$ cat config.mk
export PLATFORM = sky130hd
export DESIGN_NAME = input_port
export DESIGN_NICKNAME = d
export VERILOG_FILES = /design/src/noc_params.sv /design/src/rc_unit.sv /design/src/input_buffer.sv /design/src/input_port.sv
export SDC_FILE = /design/constraint.sdc
export NUM_CORES = 1
export LEC_CHECK = 0
export BUFFER_PORTS_ARGS = -buffer_cell sky130_fd_sc_hd__buf_4
export CAP_MARGIN = 0
export CORE_MARGIN = 2
export CORE_UTILIZATION = 60
export CTS_CLUSTER_SIZE = 28
export DETAILED_ROUTE_END_ITERATION = 6
export PLACE_DENSITY = 0.78
export SYNTH_ARGS = -nofsm -noshare
export SYNTH_HDL_FRONTEND = slang
export SYNTH_SLANG_ARGS = --single-unit
export TNS_END_PERCENT = 20
$ cat constraint.sdc
create_clock -name clk -period 7.5 [get_ports clk]
set_input_delay 1.125 -clock clk [delete_from_list [all_inputs] [get_ports clk]]
set_output_delay 1.125 -clock clk [all_outputs]
set_load 0.05 [all_outputs]
$ cat src/noc_params.sv
`default_nettype none

package noc_params;

    // ##################################################
    // mesh and router geometry
    // ##################################################
    localparam int MESH_SIZE_X = 3;
    localparam int MESH_SIZE_Y = 3;
    localparam int DEST_ADDR_SIZE_X = 2;  // wide enough for any column of the mesh.
    localparam int DEST_ADDR_SIZE_Y = 2;

    localparam int VC_NUM = 2;
    localparam int PORT_NUM = 5;

    localparam int PAYLOAD_SIZE = 16;
    localparam int HEAD_DATA_SIZE = PAYLOAD_SIZE - DEST_ADDR_SIZE_X - DEST_ADDR_SIZE_Y;

    typedef logic [DEST_ADDR_SIZE_X-1:0] x_addr_t;
    typedef logic [DEST_ADDR_SIZE_Y-1:0] y_addr_t;
    typedef logic [$clog2(VC_NUM)-1:0] vc_id_t;
    typedef logic [PAYLOAD_SIZE-1:0] payload_t;

    // port order matches the index of every per-port array in the router.
    typedef enum logic [2:0] {LOCAL, NORTH, SOUTH, WEST, EAST} port_t;

    typedef enum logic [1:0] {HEAD, BODY, TAIL, HEADTAIL} flit_label_t;

    // ##################################################
    // flit formats
    // ##################################################
    // A head flit carries its destination in the top bits of the payload.
    typedef struct packed {
        x_addr_t                   x_dest;
        y_addr_t                   y_dest;
        logic [HEAD_DATA_SIZE-1:0] head_data;
    } head_payload_t;

    typedef struct packed {
        flit_label_t label;
        vc_id_t      vc_id;
        payload_t    payload;
    } flit_t;

    // ##################################################
    // allocator handshakes
    // ##################################################
    typedef struct packed {
        logic  valid;
        port_t out_port;
    } va_req_t;

    typedef struct packed {
        logic   valid;
        vc_id_t vc_new;  // downstream VC that now belongs to the packet.
    } va_grant_t;

    typedef struct packed {
        logic   valid;
        port_t  out_port;
        vc_id_t vc_new;
        logic   is_tail;
    } sa_req_t;

    typedef enum logic [1:0] {IDLE, VA, ACTIVE} vc_state_t;

endpackage

`default_nettype wire

$ cat src/rc_unit.sv
`default_nettype none

module rc_unit import noc_params::*; #(
    parameter int X_CURRENT = MESH_SIZE_X / 2,
    parameter int Y_CURRENT = MESH_SIZE_Y / 2
) (
    input  wire x_addr_t x_dest_i,
    input  wire y_addr_t y_dest_i,
    output port_t        out_port_o
);

    // Dimension order routing: the X offset is resolved before any Y hop is taken.
    always_comb
    begin
        if (int'(x_dest_i) > X_CURRENT)
        begin
            out_port_o = EAST;
        end
        else if (int'(x_dest_i) < X_CURRENT)
        begin
            out_port_o = WEST;
        end
        else if (int'(y_dest_i) > Y_CURRENT)
        begin
            out_port_o = SOUTH;  // y grows towards the south edge.
        end
        else if (int'(y_dest_i) < Y_CURRENT)
        begin
            out_port_o = NORTH;
        end
        else
        begin
            out_port_o = LOCAL;  // the packet has arrived.
        end
    end

endmodule

`default_nettype wire

$ cat src/input_buffer.sv
`default_nettype none

module input_buffer import noc_params::*; #(
    parameter int BUFFER_SIZE = 8,
    parameter int PIPELINE_DEPTH = 2
) (
    input  wire logic      clk,
    input  wire logic      reset_i,
    input  wire flit_t     data_i,
    input  wire logic      write_i,
    input  wire logic      read_i,
    input  wire port_t     out_port_i,
    input  wire va_grant_t va_grant_i,
    output flit_t          data_o,
    output va_req_t        va_req_o,
    output sa_req_t        sa_req_o,
    output logic           on_off_o,
    output logic           is_empty_o
);

    localparam int PTR_W = (BUFFER_SIZE > 1) ? $clog2(BUFFER_SIZE) : 1;

    typedef logic [PTR_W-1:0] ptr_t;
    typedef logic [$clog2(BUFFER_SIZE+1)-1:0] count_t;

    flit_t     mem [BUFFER_SIZE];
    port_t     route_mem [BUFFER_SIZE];  // route computed when each flit arrived.
    ptr_t      wr_ptr_q;
    ptr_t      rd_ptr_q;
    count_t    count_q;
    vc_state_t state_q;
    port_t     route_q;
    vc_id_t    vc_new_q;
    logic      is_full;
    logic      front_is_head;
    logic      front_is_tail;

    function automatic ptr_t next_ptr(ptr_t ptr);
        if (ptr == ptr_t'(BUFFER_SIZE - 1))
            return '0;
        return ptr + 1'b1;
    endfunction

    // ##################################################
    // circular flit storage
    // ##################################################
    always_ff @(posedge clk)
    begin
        if (write_i)
        begin
            mem[wr_ptr_q] <= data_i;
            route_mem[wr_ptr_q] <= out_port_i;  // only a head's entry is ever looked at.
        end
    end

    always_ff @(posedge clk)
    begin
        if (reset_i)
        begin
            wr_ptr_q <= '0;
            rd_ptr_q <= '0;
            count_q <= '0;
        end
        else
        begin
            if (write_i)
                wr_ptr_q <= next_ptr(wr_ptr_q);
            if (read_i)
                rd_ptr_q <= next_ptr(rd_ptr_q);
            count_q <= count_q + count_t'(write_i) - count_t'(read_i);
        end
    end

    assign data_o = mem[rd_ptr_q];
    assign is_empty_o = (count_q == '0);
    assign is_full = (count_q == count_t'(BUFFER_SIZE));

    // The upstream router still has flits in flight when it sees off.
    assign on_off_o = (count_q <= count_t'(BUFFER_SIZE - PIPELINE_DEPTH));

    assign front_is_head = !is_empty_o && (data_o.label == HEAD || data_o.label == HEADTAIL);
    assign front_is_tail = (data_o.label == TAIL) || (data_o.label == HEADTAIL);

    // ##################################################
    // packet state machine
    // ##################################################
    always_ff @(posedge clk)
    begin
        if (reset_i)
        begin
            state_q <= IDLE;
            route_q <= LOCAL;
            vc_new_q <= '0;
        end
        else
        begin
            unique case (state_q)
                IDLE:
                begin
                    if (front_is_head)
                    begin
                        state_q <= VA;
                        route_q <= route_mem[rd_ptr_q];
                    end
                end
                VA:
                begin
                    if (va_grant_i.valid)
                    begin
                        state_q <= ACTIVE;
                        vc_new_q <= va_grant_i.vc_new;
                    end
                end
                ACTIVE:
                begin
                    if (read_i && front_is_tail)
                        state_q <= IDLE;  // next packet starts over with its head.
                end
                default:
                begin
                    state_q <= IDLE;
                end
            endcase
        end
    end

    always_comb
    begin
        va_req_o.valid = (state_q == VA);
        va_req_o.out_port = route_q;
        sa_req_o.valid = (state_q == ACTIVE) && !is_empty_o;
        sa_req_o.out_port = route_q;
        sa_req_o.vc_new = vc_new_q;
        sa_req_o.is_tail = front_is_tail;
    end

    // upstream on/off and the switch allocator keep these from ever firing.
    a_no_overflow: assert property (@(posedge clk) disable iff (reset_i) write_i |-> !is_full)
        else $error("flit written into a full buffer.");
    a_no_underflow: assert property (@(posedge clk) disable iff (reset_i) read_i |-> !is_empty_o)
        else $error("flit read from an empty buffer.");

endmodule

`default_nettype wire

$ cat src/input_port.sv
`default_nettype none

module input_port import noc_params::*; #(
    parameter int BUFFER_SIZE = 8,
    parameter int PIPELINE_DEPTH = 2,
    parameter int X_CURRENT = MESH_SIZE_X / 2,
    parameter int Y_CURRENT = MESH_SIZE_Y / 2
) (
    input  wire logic                   clk,
    input  wire logic                   reset_i,
    input  wire flit_t                  data_i,
    input  wire logic                   valid_flit_i,
    input  wire va_grant_t [VC_NUM-1:0] va_grant_i,
    input  wire vc_id_t                 sa_vc_sel_i,
    input  wire logic                   sa_read_i,
    output flit_t                       flit_o,
    output va_req_t [VC_NUM-1:0]        va_req_o,
    output sa_req_t [VC_NUM-1:0]        sa_req_o,
    output logic [VC_NUM-1:0]           on_off_o
);

    flit_t [VC_NUM-1:0] vc_data;
    logic [VC_NUM-1:0]  write_cmd;
    logic [VC_NUM-1:0]  read_cmd;
    logic [VC_NUM-1:0]  is_empty;
    head_payload_t      head;
    port_t              route;

    assign head = head_payload_t'(data_i.payload);  // meaningful for head flits only.

    rc_unit #(
        .X_CURRENT(X_CURRENT),
        .Y_CURRENT(Y_CURRENT)
    ) u_rc (
        .x_dest_i(head.x_dest),
        .y_dest_i(head.y_dest),
        .out_port_o(route)
    );

    for (genvar vc = 0; vc < VC_NUM; vc++)
    begin : g_vc
        input_buffer #(
            .BUFFER_SIZE(BUFFER_SIZE),
            .PIPELINE_DEPTH(PIPELINE_DEPTH)
        ) u_buffer (
            .clk(clk),
            .reset_i(reset_i),
            .data_i(data_i),
            .write_i(write_cmd[vc]),
            .read_i(read_cmd[vc]),
            .out_port_i(route),
            .va_grant_i(va_grant_i[vc]),
            .data_o(vc_data[vc]),
            .va_req_o(va_req_o[vc]),
            .sa_req_o(sa_req_o[vc]),
            .on_off_o(on_off_o[vc]),
            .is_empty_o(is_empty[vc])
        );
    end

    // The incoming vc_id picks the buffer; the switch allocator picks the reader.
    always_comb
    begin
        write_cmd = '0;
        read_cmd = '0;
        if (valid_flit_i)
            write_cmd[data_i.vc_id] = 1'b1;
        if (sa_read_i && !is_empty[sa_vc_sel_i])
            read_cmd[sa_vc_sel_i] = 1'b1;
    end

    assign flit_o = vc_data[sa_vc_sel_i];

endmodule

`default_nettype wire

==> results.txt, run 1 <==
DRC: 0
final period utilization: 59.3%
fillers: 1531
syn_nets: 831
Top FF cell, synth: edfxtp_1
area of the multi-input gates: 3600 um^2
CTS Hold Bufs: 0
post-DR wirelength/cell: 25.6 um
H-tree Lvls: 2
Warnings, synthesis: 0
Root Buffer: clkbuf_16
Chip Height: 163 um
Rows: 58
gr usage total: 24.2%
worst path buffer plus inverter count: 2
post-synthesis async set-or-reset flop share: 0%
post-CTS setup buffers: 0
DRT iter0 DRCs: 659
Hold WC Path Type: reg -> reg
register area: 11300 um^2
crit path kind: reg -> out
Area growth syn-to-layout: 13.9%
Arrival @ worst endpoint: 3.32 ns
number of global-route vias before repair: 7752
Netlist Area Pre-Place: 15200 um^2
Die ar.: 26600 um^2
final wirelength: 31.0 mm
total negative setup slack: 0 ns
critical path endpoint: sa_req_o[6]
I/O Buffers: 68
reg2reg path depth: 6
CP top delay family: flip-flops
run status: completed
Mapped Avg Cell Area: 19.5 um^2
Gate Count Post-Synth: 779
Leak Pwr: 5.68 nW
total CTS buffers: 39
Initial Util: 60.7%
ratio of cells with drive above 1 in the final layout: 28.2%
Final Non-Filler Cells: 1212
post_cts resized: 0
commonest non-fill, non-tap cell in the layout: edfxtp_1
EDFF count, synth: 352
Crit. End Element: output port
Pins Over Slew Limit: 0
most frequent cells in the layout: edfxtp_1, mux4_2, buf_4, nor2_1, clkbuf_16
register area share after synthesis: 74.7%
Fmax: 225 MHz
Max-Slew Margin vs Limit: 23.7%
DIE WIDTH: 163 um
Period minus WS final: 4.44 ns
clock tree sinks: 390
peak supply drop: 235 uV
core area: 25000 um^2
Reg2Reg Capture Point: g_vc[1].u_buffer.route_q[1]$_SDFFE_PP0P_
DRT antenna net count: 0
Stages on worst setup path: 6
GP Congestion: 0.758
final hold violations: 0
max cap viols: 0
Pre-antenna DRT Iters: 6
worst path required time: 6.38 ns
clk slew on worst S/H paths: 0.06 ns
worst-margin pin slew: 1.15 ns
Final #Nets: 904
CTS tree: done
pwr dens: 295 nW/um^2
clock tree buffer depth: 3
RSZ-0062 raised after global routing: false
Setup Viol. Count Final: 0
Clk Latency, worst-skew pair: 0.53 ns
I/O pin total: 69
largest net degree at the start of global routing: 39
antenna violations before repair: 0
worst path cell trace: mux4_1 > mux2i_1 > inv_1 > ha_1 > or2_2 > buf_4
post-detail-place hpwl: 17.0 mm
first-pass GRT wire length: 46.5 mm
CP startpoint kind: flop
routed via count: 7625
FF-to-FF setup slack: 4.19 ns
placed cells: 1141
CP max-delay cell: dfxtp_2
Vias/cell: 6.29
Total Power: 5.09 mW
Antenna Cells: 0
Fin Clk Skew: 0.0154 ns
total congestion overflow: 0
Largest stage delay, worst path: 1.07 ns
Worst Path Max Fanout: 38
#FFs+latches synth: 390
post-synthesis cell type count: 40
==> metal layers <==
layer | track usage, % | routed length [um] | up-vias
met5 | 0 | 0 | -
met4 | 9.81 | 1190 | 0
met1 | 32.7 | 12100 | 3919
met2 | 40.0 | 15500 | 355
met3 | 4.10 | 2210 | 84
li1 | - | - | 3267
==> power breakdown <==
group	internal, mW	total [mW]	leakage (nW)	switching [mW]
clock	1.12	1.91	0.622	0.793
combinational	0.263	0.704	1.56	0.441
sequential	2.43	2.48	3.50	0.0504
==> worst reg2reg max path, cell delays in order (launching register included) <==
cell and delay, ns:
dfxtp_2 1.07, mux4_1 0.66, mux2_2 0.32, ha_1 0.30, or4b_1 0.57, mux2i_1 0.22, nor2_1 0.05
==> flip-flops by register name (all words and copies together), names as in the netlist, named ones only <==
register / count
g_vc.u_buffer.mem: 304
g_vc.u_buffer.count_q: 8
g_vc.u_buffer.rd_ptr_q: 6
g_vc.u_buffer.vc_new_q: 2
g_vc.u_buffer.state_q: 4
g_vc.u_buffer.route_q: 6
g_vc.u_buffer.wr_ptr_q: 6
g_vc.u_buffer.route_mem: 48
==> area by class of cell <==
cell class | instances | share of cell area [%]
clock buffer | 43 | 5.86
clock inverter | 28 | 1.48
inverter | 16 | 0.348
multi-input combinational | 325 | 20.8
sequential | 390 | 65.6
tap | 330 | 2.39
timing repair buffer | 80 | 3.48
==> how the worst min path moves through the flow <==
stage                                                         to  slack [ns]                              startpoint  cells after the start
after floorplan           g_vc[0].u_buffer.vc_new_q$_SDFFE_PP0P_        0.44  g_vc[0].u_buffer.vc_new_q$_SDFFE_PP0P_                      2
after global placement    g_vc[0].u_buffer.vc_new_q$_SDFFE_PP0P_        0.44  g_vc[0].u_buffer.vc_new_q$_SDFFE_PP0P_                      2
after detailed placement  g_vc[1].u_buffer.vc_new_q$_SDFFE_PP0P_        0.47  g_vc[1].u_buffer.vc_new_q$_SDFFE_PP0P_                      2
after CTS                 g_vc[1].u_buffer.vc_new_q$_SDFFE_PP0P_        0.48  g_vc[1].u_buffer.vc_new_q$_SDFFE_PP0P_                      2
after global routing      g_vc[1].u_buffer.vc_new_q$_SDFFE_PP0P_        0.52  g_vc[1].u_buffer.vc_new_q$_SDFFE_PP0P_                      2
final                     g_vc[1].u_buffer.vc_new_q$_SDFFE_PP0P_        0.47  g_vc[1].u_buffer.vc_new_q$_SDFFE_PP0P_                      2
==> synthesized netlist by cell type, drive strengths merged, types with 3 or more instances <==
library cell / count / area, um^2
a21o: 3 / 22.5
a21oi: 24 / 120
and2: 3 / 18.8
buf: 34 / 216
clkbuf: 14 / 56.3
dfxtp: 38 / 761
edfxtp: 352 / 10600
ha: 22 / 275
inv: 16 / 60.1
mux2: 5 / 60.1
mux2i: 8 / 80.1
mux4: 88 / 2010
nand2: 30 / 113
nand2b: 11 / 68.8
nand3: 3 / 15.0
nor2: 46 / 173
nor2b: 7 / 43.8
nor3: 15 / 75.1
o22ai: 37 / 231
or2: 3 / 18.8
or3: 3 / 18.8
xnor2: 3 / 26.3
==> through the flow <==
step           setup WS (ns)  hold slack (ns)  utilization (%)  instance area, um^2
2_1_floorplan           3.47            0.437                -                15200
3_5_place_dp            3.62            0.469             64.1                16000
6_report                3.06            0.474             69.2                17300
3_3_place_gp            3.72            0.445             64.1                16000
5_1_grt                 2.88            0.516             69.2                17300
4_1_cts                 3.03            0.478             69.2                17300
==> kinds of logic after synthesis <==
logic type,count (synthesis),share of synthesized area [%]
multiplexers,101,14.2
XOR/XNOR,4,0.231
flip-flops,390,74.7
AO/OA/AOI/OAI,67,2.61
adder cells (fa/ha/maj),24,2.08
AND/OR/NAND/NOR,129,3.99
buffers and inverters,64,2.19
No activity file was read; power rests on OpenSTA's default activity.
==> run 2, diff against run 1 <==
==> constraint.sdc (replaced) <==
create_clock -name clk -period 4.25 [get_ports clk]
set_input_delay 0.6375 -clock clk [delete_from_list [all_inputs] [get_ports clk]]
set_output_delay 0.6375 -clock clk [all_outputs]
set_load 0.05 [all_outputs]
==> run 2 against run 1 <==
Critical path depth down 1. Register-to-register slack got worse by 2.8 ns. Hold slack worse by 0.082 ns. Setup slack lost 2.3 ns. First-iteration DRC count is 21% higher. Sequential power increased by 77%. Routed wire length up 4.5%. Via count increased by 1.4%. Largest power group unchanged. Core utilization is 0.43 points higher. Combinational power is 75% higher. Clock power up 80%. Die area stayed put.
==> results.txt, run 2 (same netlist as run 1, synthesis figures left out) <==
number of flip-flops in the largest register: 304
Root Buffer: clkbuf_16
Hold WC Path Type: in -> reg
ratio of cells with drive above 1 in the final layout: 29.0%
total CTS buffers: 39
Setup Viol. Count Final: 0
routed via count: 7734
Fin Clk Skew: 0.0146 ns
first-pass GRT wire length: 48.1 mm
Die ar.: 26600 um^2
total negative setup slack: 0 ns
crit path kind: reg -> out
post-detail-place hpwl: 17.8 mm
GP Congestion: 0.794
Largest Register: g_vc.u_buffer.mem
Rows: 58
post-CTS setup buffers: 0
largest net degree at the start of global routing: 39
Pins Over Slew Limit: 0
Vias/cell: 6.30
CP top delay family: flip-flops
post_cts resized: 0
run status: completed
Crit. End Element: output port
commonest non-fill, non-tap cell in the layout: edfxtp_1
Stages on worst setup path: 5
critical path endpoint: flit_o[9]
Area growth syn-to-layout: 14.6%
max cap viols: 0
DRT iter0 DRCs: 795
RSZ-0062 raised after global routing: false
DRC: 0
I/O Buffers: 68
register area: 11300 um^2
reg2reg path depth: 8
Period minus WS final: 3.53 ns
worst path required time: 3.61 ns
Hold WS: 0.392 ns
area of the multi-input gates: 3570 um^2
worst path buffer plus inverter count: 2
worst-margin pin slew: 1.17 ns
Reg2Reg Capture Point: g_vc[0].u_buffer.route_q[2]$_SDFFE_PP0P_
number of global-route vias before repair: 8060
final wirelength: 32.4 mm
gr usage total: 25.2%
DRT antenna net count: 0
Max-Slew Margin vs Limit: 21.9%
Arrival @ worst endpoint: 2.90 ns
Clk Latency, worst-skew pair: 0.52 ns
Antenna Cells: 0
post-DR wirelength/cell: 26.4 um
worst path cell trace: buf_4 > mux4_2 > o22ai_1 > nor2_1 > buf_4
final period utilization: 83.1%
Hold Startpoint: va_grant_i[0]
Largest stage delay, worst path: 0.90 ns
Fmax: 283 MHz
CTS Hold Bufs: 0
antenna violations before repair: 0
CTS tree: done
Initial Util: 60.7%
DIE WIDTH: 163 um
total congestion overflow: 0
final hold violations: 0
I/O pin total: 69
CP max-delay cell: dfxtp_2
pwr dens: 520 nW/um^2
FF-to-FF setup slack: 1.44 ns
Largest regs: g_vc.u_buffer.mem (304), g_vc.u_buffer.route_mem (48), g_vc.u_buffer.count_q (8)
Leak Pwr: 5.77 nW
most frequent cells in the layout: edfxtp_1, buf_4, mux4_2, clkbuf_16, nor2_1
H-tree Lvls: 2
CP startpoint kind: flop
Chip Height: 163 um
clk slew on worst S/H paths: 0.06 ns
core area: 25000 um^2
Final #Nets: 919
clock tree sinks: 390
peak supply drop: 404 uV
Pre-antenna DRT Iters: 5
clock tree buffer depth: 3
fillers: 1500
Worst Path Max Fanout: 23
Top cell by count, worst path: buf_4
run 2: changes by cell type in the layout (fill, tap and decap cells not counted), moves of 3 or more:
cell	change
nor2_4	-6
clkbuf_16	+3
clkbuf_1	+4
clkinv_2	-4
nor2_2	+6
buf_4	+15
run 2: worst register-to-register path: stages (launching register included):
cell and delay, ns:
dfxtp_2 0.72, mux4_2 0.57, and2_1 0.18, nor2_1 0.25
ha_1 0.20, nor3b_1 0.31, nand3b_1 0.18, o22ai_1 0.21
nor3_1 0.07
run 2: routing by layer:
layer  GRT usage [%]  vias up  share of wire (%)
met5               0        -                  0
met4            9.37        0                2.9
met3            4.00       70                7.6
met2            42.1      380                 51
met1            34.0     3994                 38
li1                -     3290                  -
run 2: worst min-delay path by stage:
stage,to,slack (ns),cells past startpoint
global route,g_vc[1].u_buffer.vc_new_q$_SDFFE_PP0P_,0.40,3
finish,g_vc[0].u_buffer.vc_new_q$_SDFFE_PP0P_,0.39,3
global placement,g_vc[0].u_buffer.vc_new_q$_SDFFE_PP0P_,0.44,2
CTS,g_vc[0].u_buffer.vc_new_q$_SDFFE_PP0P_,0.37,3
floorplan,g_vc[0].u_buffer.vc_new_q$_SDFFE_PP0P_,0.44,2
detailed placement,g_vc[0].u_buffer.vc_new_q$_SDFFE_PP0P_,0.47,2
run 2: per-stage QoR:
stage	instances	utilization, %	cell area, um^2	worst slack (ns)	power (mW)
finish	1227	69.6	17400	0.717	9.04
global placement	1156	64.4	16100	1.23	5.63
floorplan	779	-	15200	0.704	5.37
global route	1227	69.6	17400	0.509	9.31
CTS	1227	69.6	17400	0.611	9.09
detailed placement	1156	64.4	16100	1.19	5.69
run 2: final cells by class:
| type | instances | area share, % |
|---|---|---|
| clock buffers | 53 | 6.53 |
| inverters | 16 | 0.346 |
| clock inverters | 18 | 0.907 |
| multi-input cells | 325 | 20.5 |
| well taps | 330 | 2.38 |
| flip-flops and latches | 390 | 65.2 |
| repair buffers | 95 | 4.10 |
run 2: power by group:
group	switching (mW)	internal (mW)	leakage, nW	total (mW)
combinational	0.759	0.468	1.64	1.23
sequential	0.105	4.28	3.50	4.38
clock	1.38	2.05	0.637	3.43
